--- src/include/png_filter_config.svh ---
/* size and width macros for the scanline filter engine */

`ifndef PNG_FILTER_CONFIG_SVH
`define PNG_FILTER_CONFIG_SVH

// pixel layout
`define PNG_CHN_WD    8
// only four channels are supported
`define PNG_CHN_NUM   4
`define PNG_PXL_WD    32

// frame size counters
`define PNG_SIZE_W_WD 10
`define PNG_SIZE_H_WD 10

// compare pass length
`define PNG_CMP_CYC   5

// holds 4 x 255 x 1023
`define PNG_COST_WD   22

`endif
--- src/rtl/png_ctrl_pkg.sv ---
/* pass states and counter types of the sequencer */

`include "png_filter_config.svh"

package png_ctrl_pkg;

  // one-hot pass state
  typedef enum logic [3:0] {
    IDLE = 4'b0001,
    OPT  = 4'b0010,
    CMP  = 4'b0100,
    FNL  = 4'b1000
  } pass_e;

  typedef logic [`PNG_SIZE_W_WD-1:0] col_t;
  typedef logic [`PNG_SIZE_H_WD-1:0] row_t;
  typedef logic [2:0]                cmp_idx_t;

endpackage

--- src/rtl/png_pixel_pkg.sv ---
/* pixel and channel types, filter type encoding and cost type */

`include "png_filter_config.svh"

package png_pixel_pkg;

  // one colour channel
  typedef logic [`PNG_CHN_WD-1:0] chan_t;

  // whole word for the FIFOs, per channel for prediction
  typedef union packed {
    logic [`PNG_PXL_WD-1:0]     raw;
    chan_t [`PNG_CHN_NUM-1:0]   chan;
  } pixel_u;

  typedef enum logic [2:0] {
    FLT_NONE  = 3'd0,
    FLT_SUB   = 3'd1,
    FLT_UP    = 3'd2,
    FLT_AVG   = 3'd3,
    FLT_PAETH = 3'd4
  } flt_type_e;

  // number of candidate filters
  localparam int FLT_NUM = 5;

  typedef logic [`PNG_COST_WD-1:0] cost_t;

endpackage

--- src/rtl/png_filter_ifs.sv ---
/* neighbour, residual and step-control interfaces */

`timescale 1ns/1ps

// x/a/b/c window, lane k uses channel k
interface png_nbr_if;
  import png_pixel_pkg::*;

  pixel_u x;
  pixel_u a;
  pixel_u b;
  pixel_u c;

  modport src  (output x, a, b, c);
  modport lane (input  x, a, b, c);
endinterface

// registered residuals and their magnitudes, one entry per filter
interface png_res_if;
  import png_pixel_pkg::*;

  pixel_u res [FLT_NUM];
  pixel_u mag [FLT_NUM];

  modport lane (output res, mag);
  modport cost (input  res, mag);
endinterface

// pipeline controls from the sequencer
interface png_step_if;
  import png_ctrl_pkg::*;

  logic     load_en;
  logic     opt_path;
  logic     col_first;
  logic     row_first;
  logic     acc_en;
  logic     acc_first;
  logic     cmp_en;
  cmp_idx_t cmp_idx;
  logic     hdr_we;
  logic     res_we;

  modport ctrl  (output load_en, opt_path, col_first, row_first,
                 acc_en, acc_first, cmp_en, cmp_idx, hdr_we, res_we);
  modport fetch (input  load_en, opt_path, col_first, row_first);
  modport cost  (input  acc_en, acc_first, cmp_en, cmp_idx, hdr_we, res_we);
endinterface

--- src/rtl/png_filter_top.sv ---
/* scanline filter top: sequencer, neighbour fetch, channel lanes
   and cost selector */

`timescale 1ns/1ps

`include "png_filter_config.svh"

module png_filter_top (
  input  logic                      clk,
  input  logic                      rstn,
  input  logic [`PNG_SIZE_W_WD-1:0] cfg_w_i,
  input  logic [`PNG_SIZE_H_WD-1:0] cfg_h_i,
  input  logic                      start_i,
  input  logic                      val_i,
  input  logic [`PNG_PXL_WD-1:0]    dat_i,
  output logic                      done_o,
  output logic [`PNG_SIZE_H_WD-1:0] cnt_h_o,
  // current line FIFO
  output logic                      fifo_cur_wr_val_o,
  output logic [`PNG_PXL_WD-1:0]    fifo_cur_wr_dat_o,
  output logic                      fifo_cur_rd_val_o,
  input  logic [`PNG_PXL_WD-1:0]    fifo_cur_rd_dat_i,
  // filtered FIFO
  output logic                      fifo_flt_wr_val_o,
  output logic [`PNG_PXL_WD-1:0]    fifo_flt_wr_dat_o,
  // previous line FIFO
  output logic                      fifo_pre_rd_val_o,
  input  logic [`PNG_PXL_WD-1:0]    fifo_pre_rd_dat_i
);

  png_step_if step_if ();
  png_nbr_if  nbr_if ();
  png_res_if  res_if ();

  png_filter_ctrl u_ctrl (
    .clk               (clk),
    .rstn              (rstn),
    .cfg_w_i           (cfg_w_i),
    .cfg_h_i           (cfg_h_i),
    .start_i           (start_i),
    .val_i             (val_i),
    .done_o            (done_o),
    .cnt_h_o           (cnt_h_o),
    .fifo_cur_rd_val_o (fifo_cur_rd_val_o),
    .fifo_pre_rd_val_o (fifo_pre_rd_val_o),
    .step              (step_if)
  );

  png_nbr_fetch u_fetch (
    .clk               (clk),
    .rstn              (rstn),
    .val_i             (val_i),
    .dat_i             (dat_i),
    .fifo_cur_rd_dat_i (fifo_cur_rd_dat_i),
    .fifo_pre_rd_dat_i (fifo_pre_rd_dat_i),
    .fifo_cur_wr_val_o (fifo_cur_wr_val_o),
    .fifo_cur_wr_dat_o (fifo_cur_wr_dat_o),
    .step              (step_if),
    .nbr               (nbr_if)
  );

  // one predictor per channel
  for (genvar k = 0; k < `PNG_CHN_NUM; k++) begin : g_lane
    png_chan_pred #(.LANE(k)) u_pred (
      .clk  (clk),
      .rstn (rstn),
      .nbr  (nbr_if),
      .res  (res_if)
    );
  end

  png_cost_select u_cost (
    .clk               (clk),
    .rstn              (rstn),
    .res               (res_if),
    .step              (step_if),
    .fifo_flt_wr_val_o (fifo_flt_wr_val_o),
    .fifo_flt_wr_dat_o (fifo_flt_wr_dat_o)
  );

endmodule

--- src/rtl/png_cost_select.sv ---
/* per-row cost accumulators, cheapest-filter search and
   filtered FIFO write mux */

`timescale 1ns/1ps

`include "png_filter_config.svh"

module png_cost_select (
  input  logic                  clk,
  input  logic                  rstn,
  png_res_if.cost               res,
  png_step_if.cost              step,
  output logic                  fifo_flt_wr_val_o,
  output png_pixel_pkg::pixel_u fifo_flt_wr_dat_o
);
  import png_pixel_pkg::*;

  // type field sits in the top byte of the header word
  localparam int HDR_LSB = `PNG_PXL_WD - `PNG_CHN_WD;

  cost_t     acc_r [FLT_NUM];
  flt_type_e best_type_r;
  cost_t     best_cost_r;
  flt_type_e cand_type;
  cost_t     cand_cost;
  flt_type_e inc_type;
  cost_t     inc_cost;
  logic      wr_val_r;
  pixel_u    wr_dat_r;
  pixel_u    wr_dat_w;

  function automatic cost_t pix_cost(input pixel_u p);
    cost_t s;
    s = '0;
    for (int k = 0; k < `PNG_CHN_NUM; k++) s += cost_t'(p.chan[k]);
    return s;
  endfunction

  // --------------------
  // cost accumulation
  // --------------------
  always_ff @(posedge clk or negedge rstn) begin
    if (!rstn) begin
      for (int i = 0; i < FLT_NUM; i++) acc_r[i] <= '0;
    end else if (step.acc_en) begin
      for (int i = 0; i < FLT_NUM; i++) begin
        acc_r[i] <= (step.acc_first ? cost_t'(0) : acc_r[i]) + pix_cost(res.mag[i]);
      end
    end
  end

  // --------------------
  // minimum search
  // --------------------
  always_comb begin
    case (step.cmp_idx)
      3'd0:    cand_type = FLT_SUB;
      3'd1:    cand_type = FLT_UP;
      3'd2:    cand_type = FLT_AVG;
      default: cand_type = FLT_PAETH;
    endcase
    cand_cost = acc_r[cand_type];
    // step 0 starts from none
    inc_type  = (step.cmp_idx == '0) ? FLT_NONE : best_type_r;
    inc_cost  = (step.cmp_idx == '0) ? acc_r[FLT_NONE] : best_cost_r;
  end

  // strictly lower wins, so ties keep the lower type
  always_ff @(posedge clk or negedge rstn) begin
    if (!rstn) begin
      best_type_r <= FLT_NONE;
      best_cost_r <= '0;
    end else if (step.cmp_en && (step.cmp_idx != 3'(`PNG_CMP_CYC - 1))) begin
      if (cand_cost < inc_cost) begin
        best_type_r <= cand_type;
        best_cost_r <= cand_cost;
      end else begin
        best_type_r <= inc_type;
        best_cost_r <= inc_cost;
      end
    end
  end

  // --------------------
  // filtered FIFO write
  // --------------------
  always_comb begin
    wr_dat_w.raw = '0;
    if (step.hdr_we) begin
      wr_dat_w.raw[HDR_LSB +: $bits(flt_type_e)] = best_type_r;
    end else begin
      wr_dat_w = res.res[best_type_r];
    end
  end

  always_ff @(posedge clk or negedge rstn) begin
    if (!rstn) begin
      wr_val_r <= 1'b0;
    end else begin
      wr_val_r <= step.hdr_we || step.res_we;
    end
  end

  always_ff @(posedge clk) begin
    wr_dat_r <= wr_dat_w;
  end

  assign fifo_flt_wr_val_o = wr_val_r;
  assign fifo_flt_wr_dat_o = wr_dat_r;

endmodule

--- src/rtl/png_chan_pred.sv ---
/* one channel lane: five predictions, paeth choice, residual registers
   and magnitudes */

`timescale 1ns/1ps

module png_chan_pred #(
  parameter int LANE = 0
) (
  input  logic    clk,
  input  logic    rstn,
  png_nbr_if.lane nbr,
  png_res_if.lane res
);
  import png_pixel_pkg::*;

  chan_t             x;
  chan_t             a;
  chan_t             b;
  chan_t             c;
  logic [8:0]        ab_sum;
  logic signed [9:0] pa;
  logic signed [9:0] pb;
  logic signed [9:0] pc;
  chan_t             pth;
  chan_t             res_w [FLT_NUM];
  chan_t             res_r [FLT_NUM];

  function automatic logic signed [9:0] abs10(input logic signed [9:0] v);
    return (v < 0) ? -v : v;
  endfunction

  assign x = nbr.x.chan[LANE];
  assign a = nbr.a.chan[LANE];
  assign b = nbr.b.chan[LANE];
  assign c = nbr.c.chan[LANE];

  // paeth distances to p = a + b - c
  assign pa = abs10($signed({2'b00, b}) - $signed({2'b00, c}));
  assign pb = abs10($signed({2'b00, a}) - $signed({2'b00, c}));
  assign pc = abs10($signed({2'b00, a}) + $signed({2'b00, b}) - $signed({1'b0, c, 1'b0}));
  assign pth = ((pa <= pb) && (pa <= pc)) ? a : ((pb <= pc) ? b : c);

  assign ab_sum = {1'b0, a} + {1'b0, b};

  // residuals wrap modulo 256
  assign res_w[FLT_NONE]  = x;
  assign res_w[FLT_SUB]   = x - a;
  assign res_w[FLT_UP]    = x - b;
  assign res_w[FLT_AVG]   = x - ab_sum[8:1];
  assign res_w[FLT_PAETH] = x - pth;

  always_ff @(posedge clk or negedge rstn) begin
    if (!rstn) begin
      for (int i = 0; i < FLT_NUM; i++) res_r[i] <= '0;
    end else begin
      for (int i = 0; i < FLT_NUM; i++) res_r[i] <= res_w[i];
    end
  end

  // none counts its raw value, others fold around 128
  for (genvar i = 0; i < FLT_NUM; i++) begin : g_flt
    assign res.res[i].chan[LANE] = res_r[i];
    assign res.mag[i].chan[LANE] = (i == 0 || res_r[i] < chan_t'(128)) ?
                                   res_r[i] : chan_t'(255) - res_r[i];
  end

endmodule

--- src/rtl/png_nbr_fetch.sv ---
/* input delay, current-line FIFO write and x/a/b/c neighbour selection */

`timescale 1ns/1ps

module png_nbr_fetch (
  input  logic                  clk,
  input  logic                  rstn,
  input  logic                  val_i,
  input  png_pixel_pkg::pixel_u dat_i,
  input  png_pixel_pkg::pixel_u fifo_cur_rd_dat_i,
  input  png_pixel_pkg::pixel_u fifo_pre_rd_dat_i,
  output logic                  fifo_cur_wr_val_o,
  output png_pixel_pkg::pixel_u fifo_cur_wr_dat_o,
  png_step_if.fetch             step,
  png_nbr_if.src                nbr
);
  import png_pixel_pkg::*;

  logic   wr_val_r;
  pixel_u dat_d1;
  pixel_u x_w;
  pixel_u a_r;
  pixel_u c_r;

  // input delay line, doubles as the current-line write register
  always_ff @(posedge clk or negedge rstn) begin
    if (!rstn) begin
      wr_val_r <= 1'b0;
    end else begin
      wr_val_r <= val_i;
    end
  end

  always_ff @(posedge clk) begin
    dat_d1 <= dat_i;
  end

  assign fifo_cur_wr_val_o = wr_val_r;
  assign fifo_cur_wr_dat_o = dat_d1;

  // --------------------
  // neighbour window
  // --------------------
  //  c b
  //  a x
  assign x_w = step.opt_path ? dat_d1 : fifo_cur_rd_dat_i;

  // this pixel becomes the next one's left, its up becomes up-left
  always_ff @(posedge clk) begin
    if (step.load_en) begin
      a_r <= x_w;
      c_r <= fifo_pre_rd_dat_i;
    end
  end

  // zero neighbours outside the image
  assign nbr.x = x_w;
  assign nbr.a = step.col_first ? '0 : a_r;
  assign nbr.b = step.row_first ? '0 : fifo_pre_rd_dat_i;
  assign nbr.c = (step.col_first || step.row_first) ? '0 : c_r;

endmodule

--- src/rtl/png_filter_ctrl.sv ---
/* pass sequencer: FSM, column/row/compare counters, stage flags,
   FIFO read strobes and row done */

`timescale 1ns/1ps

`include "png_filter_config.svh"

module png_filter_ctrl (
  input  logic               clk,
  input  logic               rstn,
  input  png_ctrl_pkg::col_t cfg_w_i,
  input  png_ctrl_pkg::row_t cfg_h_i,
  input  logic               start_i,
  input  logic               val_i,
  output logic               done_o,
  output png_ctrl_pkg::row_t cnt_h_o,
  output logic               fifo_cur_rd_val_o,
  output logic               fifo_pre_rd_val_o,
  png_step_if.ctrl           step
);
  import png_ctrl_pkg::*;

  pass_e    state_r;
  pass_e    state_nxt;
  col_t     col_r;
  col_t     col_d1;
  col_t     col_d2;
  row_t     row_r;
  cmp_idx_t cmp_r;
  logic     busy_w;
  logic     busy_d1;
  logic     busy_d2;
  logic     col_done_w;
  logic     col_done_d1;
  logic     col_done_d2;
  logic     col_done_d3;
  logic     cmp_done;
  logic     fnl_done;

  // --------------------
  // pass FSM
  // --------------------
  assign cmp_done = (state_r == CMP) && (cmp_r == cmp_idx_t'(`PNG_CMP_CYC - 1));
  assign fnl_done = (state_r == FNL) && col_done_d3;

  always_comb begin
    state_nxt = state_r;
    case (state_r)
      IDLE:    if (start_i) state_nxt = OPT;
      OPT:     if (col_done_d3) state_nxt = CMP;
      CMP:     if (cmp_done) state_nxt = FNL;
      FNL:     if (fnl_done) state_nxt = IDLE;
      default: state_nxt = IDLE;
    endcase
  end

  always_ff @(posedge clk or negedge rstn) begin
    if (!rstn) begin
      state_r <= IDLE;
    end else begin
      state_r <= state_nxt;
    end
  end

  // opt takes every valid pixel, fnl reads exactly one row
  assign busy_w = ((state_r == OPT) && val_i) ||
                  ((state_r == FNL) && !(col_done_d1 || col_done_d2 || col_done_d3));
  assign col_done_w = busy_w && (col_r == cfg_w_i - col_t'(1));

  // --------------------
  // counters
  // --------------------
  always_ff @(posedge clk or negedge rstn) begin
    if (!rstn) begin
      col_r <= '0;
      row_r <= '0;
      cmp_r <= '0;
    end else begin
      if (busy_w) begin
        col_r <= col_done_w ? '0 : col_r + col_t'(1);
      end
      if (fnl_done) begin
        row_r <= (row_r == cfg_h_i - row_t'(1)) ? '0 : row_r + row_t'(1);
      end
      if (state_r == CMP) begin
        cmp_r <= cmp_done ? '0 : cmp_r + cmp_idx_t'(1);
      end
    end
  end

  // stage flags follow each pixel down the pipeline
  always_ff @(posedge clk or negedge rstn) begin
    if (!rstn) begin
      busy_d1     <= 1'b0;
      busy_d2     <= 1'b0;
      col_d1      <= '0;
      col_d2      <= '0;
      col_done_d1 <= 1'b0;
      col_done_d2 <= 1'b0;
      col_done_d3 <= 1'b0;
    end else begin
      busy_d1     <= busy_w;
      busy_d2     <= busy_d1;
      col_d1      <= col_r;
      col_d2      <= col_d1;
      col_done_d1 <= col_done_w;
      col_done_d2 <= col_done_d1;
      col_done_d3 <= col_done_d2;
    end
  end

  // --------------------
  // outputs
  // --------------------
  assign fifo_cur_rd_val_o = busy_w && (state_r == FNL);
  assign fifo_pre_rd_val_o = busy_w && (row_r != '0);
  assign done_o            = fnl_done;
  assign cnt_h_o           = row_r;

  assign step.load_en   = busy_d1;
  assign step.opt_path  = busy_d1 && (state_r == OPT);
  assign step.col_first = (col_d1 == '0);
  assign step.row_first = (row_r == '0);
  assign step.acc_en    = busy_d2 && (state_r == OPT);
  assign step.acc_first = (col_d2 == '0);
  assign step.cmp_en    = (state_r == CMP);
  assign step.cmp_idx   = cmp_r;
  assign step.hdr_we    = cmp_done;
  assign step.res_we    = busy_d2 && (state_r == FNL);

endmodule

--- config.mk ---
export PLATFORM = sky130hd
export DESIGN_NAME = png_filter_top
export DESIGN_NICKNAME = d
export VERILOG_FILES = /design/src/rtl/png_ctrl_pkg.sv /design/src/rtl/png_pixel_pkg.sv /design/src/rtl/png_filter_ifs.sv /design/src/rtl/png_filter_top.sv /design/src/rtl/png_cost_select.sv /design/src/rtl/png_chan_pred.sv /design/src/rtl/png_nbr_fetch.sv /design/src/rtl/png_filter_ctrl.sv
export VERILOG_INCLUDE_DIRS = /design/src /design/src/include
export SDC_FILE = /design/constraint.sdc
export NUM_CORES = 2
export LEC_CHECK = 0
export ABC_AREA = 1
export BUFFER_PORTS_ARGS = -buffer_cell sky130_fd_sc_hd__buf_2
export CAP_MARGIN = 25
export CORE_MARGIN = 3
export CORE_UTILIZATION = 65
export CTS_CLUSTER_DIAMETER = 50
export CTS_CLUSTER_SIZE = 12
export DETAILED_ROUTE_END_ITERATION = 12
export PLACE_DENSITY_LB_ADDON = 0.12
export SLEW_MARGIN = 20
export SYNTH_ARGS = -nofsm -noshare
export SYNTH_HDL_FRONTEND = slang
export SYNTH_SLANG_ARGS = --single-unit
export TNS_END_PERCENT = 10
--- constraint.sdc ---
create_clock -name clk -period 20.8 [get_ports clk]
set_input_delay 3.12 -clock clk [delete_from_list [all_inputs] [get_ports clk]]
set_output_delay 3.12 -clock clk [all_outputs]
set_load 0.005 [all_outputs]
==> metrics.md <==
| Metric | Value |
|---|---|
| Outcome | finished clean |
| TritonCTS clock tree | yes |
| Post-layout util | 0.7213 |
| Hold buffer count at cts | 0 |
| Initial Util | 0.6610 |
| Asr flop ratio synth | 0.7317 |
| First-pass GRT wire length | 185800 µm |
| Pins Over Slew Limit | 0 |
| Largest net degree at the start of global routing | 81 |
| Post-synth EDFFs | 64 |
| Post-synth top area share | 0.2073 |
| Gpl congestion | 1.060 |
| Clk Latency, worst-skew pair | 0.65 ns |
| Worst slew margin | 0.2955 |
| Final hold violation count | 0 |
| Final worst slack | 12.07 ns |
| Synth Instances | 5331 |
| Fin Clk Skew | 0.03122 ns |
| # DRC | 0 |
| DRT iter0 DRCs | 3316 |
| H-tree depth | 2 |
| Worst slack at placement | 11.60 ns |
| Mean Syn Cell Area | 7.879 µm² |
| # clock sinks | 477 |
| Crit start category | input port |
| Wirelength, routed | 117500 µm |
| Worst-path clk slew | 0.06 ns |
| Largest family of logic cells by synthesized area | adder cells |
| Most common cell on crit path | nand2_1 |
| Post-Syn Area | 42000 µm² |
| Count of cell types in the netlist | 70 |
| Hold WC Path Type | flip-flop to flip-flop |
| FP Rows | 92 |
| DR pass1 iterations | 6 |
| CTS max path bufs | 3 |
| Mux cell area share after synthesis | 0.006435 |
| Crit Path Class | input port to flip-flop |
| Initial antenna violation count | 1 |
| DR vias | 36227 |
| Core region area | 63540 µm² |
| Fmax | 114.5 MHz |
| Placed Cells incl. Taps | 6289 |
| Die height | 260.2 µm |
| Post-DR vias/cell | 5.653 |
| Worst-path maximum fanout | 15 |
| Ranking of synthesized cells by area | dfrtp_1, ha_1, nand2_1 |
| Non-filler cells, final | 6408 |
| Critical Path RT | 21.33 ns |
| # port buffers | 198 |
| Register area share after synthesis | 0.2842 |
| WP data arrival | 9.26 ns |
| Final setup vio count | 0 |
| Gr ovfl total | 0 |
| Root Driver | clkbuf_16 |
| Routed Antenna Nets | 0 |
| CTS buffer count | 60 |
| Share of cells above drive strength 1 | 0.08470 |
| # IOs | 199 |
| Final setup TNS | 0 ns |
| Synthesis-to-finish area growth | 9.127% |
| Simple-Gate Fraction of Synth Area | 0.1853 |
| CP Capture Type | flip-flop |
| Most common cell after layout, fill and taps aside | nand2_1 |
| Synth Area in Compound Gates | 0.1241 |
| FILL cells | 5127 |
| CTS resizes | 0 |
| CP max stage cell | fa_1 |
| Max Cap Viol | 0 |
| WHS Path Cells | 0 |
| Die width | 260.2 µm |
| Min cycle time layout | 8.730 ns |
| HPWL after DPL | 91990 µm |
| Leading area contributor after synthesis | dfrtp_1 |
| RSZ-0062 raised after global routing | false |
| Die footprint | 67700 µm² |
| Least-Margin Pin Slew | 1.043 ns |
| Drt wl/cell | 18.34 µm |
| Adder-cell share of the synthesized area | 0.2071 |
| FF+latch count, synth | 477 |
| Synth Area in XOR/XNOR | 0.09777 |
| Post-CTS setup buffer count | 0 |
| Syn. warnings | 0 |
| Vias in the first global route | 35046 |
| Most frequent cells in the layout | nand2_1, inv_1, ha_1, nor2_1, xor2_1 |
| All-layer global routing usage | 0.3462 |
| Final period util | 0.4197 |
| Crit-path max cell delay | 0.53 ns |
| Worst R2R Path Depth | 46 |
| Main synth FF type | dfrtp_1 |
| Nets | 6242 |
## routing by layer
| layer | share of wire | track usage |
|---|---|---|
| met1 | 0.42 | 0.4570 |
| met2 | 0.47 | 0.5751 |
| met3 | 0.068 | 0.05074 |
| met4 | 0.043 | 0.1366 |
| met5 | 0 | 0 |
## sequential cells by signal (all words and copies together) (netlist names), 10 cells and up
register / flops
u_ctrl.col_d2: 10
u_ctrl.cnt_h_o: 10
u_fetch.c_r: 32
u_ctrl.col_r: 10
g_lane.u_pred.res.mag: 32
u_cost.fifo_flt_wr_dat_o: 32
u_cost.acc_r: 110
u_ctrl.col_d1: 10
g_lane.u_pred.res.res: 128
u_fetch.a_r: 32
u_fetch.fifo_cur_wr_dat_o: 32
u_cost.best_cost_r: 22
## cells in the mapped netlist, types with 71 or more instances
| cell | n |
|---|---|
| nand2_1 | 937 |
| inv_1 | 880 |
| ha_1 | 476 |
| nor2_1 | 385 |
| xor2_1 | 376 |
| dfrtp_1 | 348 |
| a21oi_1 | 339 |
| o21ai_0 | 328 |
| nand3_1 | 222 |
| fa_1 | 137 |
| xnor2_1 | 91 |
| clkbuf_1 | 88 |
| nand4_1 | 71 |
## cells by family (layout without fill, tap and decap cells)
kind of cell,Yosys count,count (layout)
XOR/XNOR,468,468
flip-flops,477,477
buffers and inverters,1025,1241
other,2,17
multiplexers,24,24
AND/OR/NAND/NOR,1805,1805
adder cells (fa/ha/maj),613,613
AO/OA/AOI/OAI,917,917
## worst max-delay path, delay by kind of cell
kind	cells	cell delay (ns)
xor+xnor	3	0.52
simple gates	14	1.53
fa+ha+maj	4	1.55
buf+inv	9	0.67
compound gates	11	1.83
## cell type report
class                   instances  area, µm²  share of cell area
well taps                     846       1059             0.02309
multi-input cells            3843      26180              0.5712
flip-flops and latches        477      11940              0.2606
clock inverters                29      330.3            0.007207
diodes                          1      2.502          0.00005460
clock buffers                  85       1678             0.03661
inverters                     898       3373             0.07359
repair buffers                229       1271             0.02773
## stage by stage
step / cell area, µm² / hold slack [ns]
after floorplan: 42050 / 0.3456
after global placement: 43740 / 0.3508
after detailed placement: 43750 / 0.3587
after CTS: 45760 / 0.3662
after global routing: 45830 / 0.3807
final: 45840 / 0.3706
## path summary, 6_finish.rpt
path                                       startpoint                       endpoint  slack [ns]
worst max-delay path            fifo_pre_rd_dat_i[26]   g_lane[3].u_pred.res.res[31]       12.07
worst min-delay path               u_ctrl.col_done_d2             u_ctrl.col_done_d3        0.37
worst max register to register      u_ctrl.cnt_h_o[0]   g_lane[3].u_pred.res.res[31]       12.69
worst min register to register     u_ctrl.col_done_d2             u_ctrl.col_done_d3        0.37
max in group asynchronous                        rstn  g_lane[1].u_pred.res.res[107]       16.24
min in group asynchronous                        rstn               u_cost.acc_r[43]        2.44
Power is not shown: default switching activity piles up to over one toggle a cycle in this logic, so the estimate is an artifact.
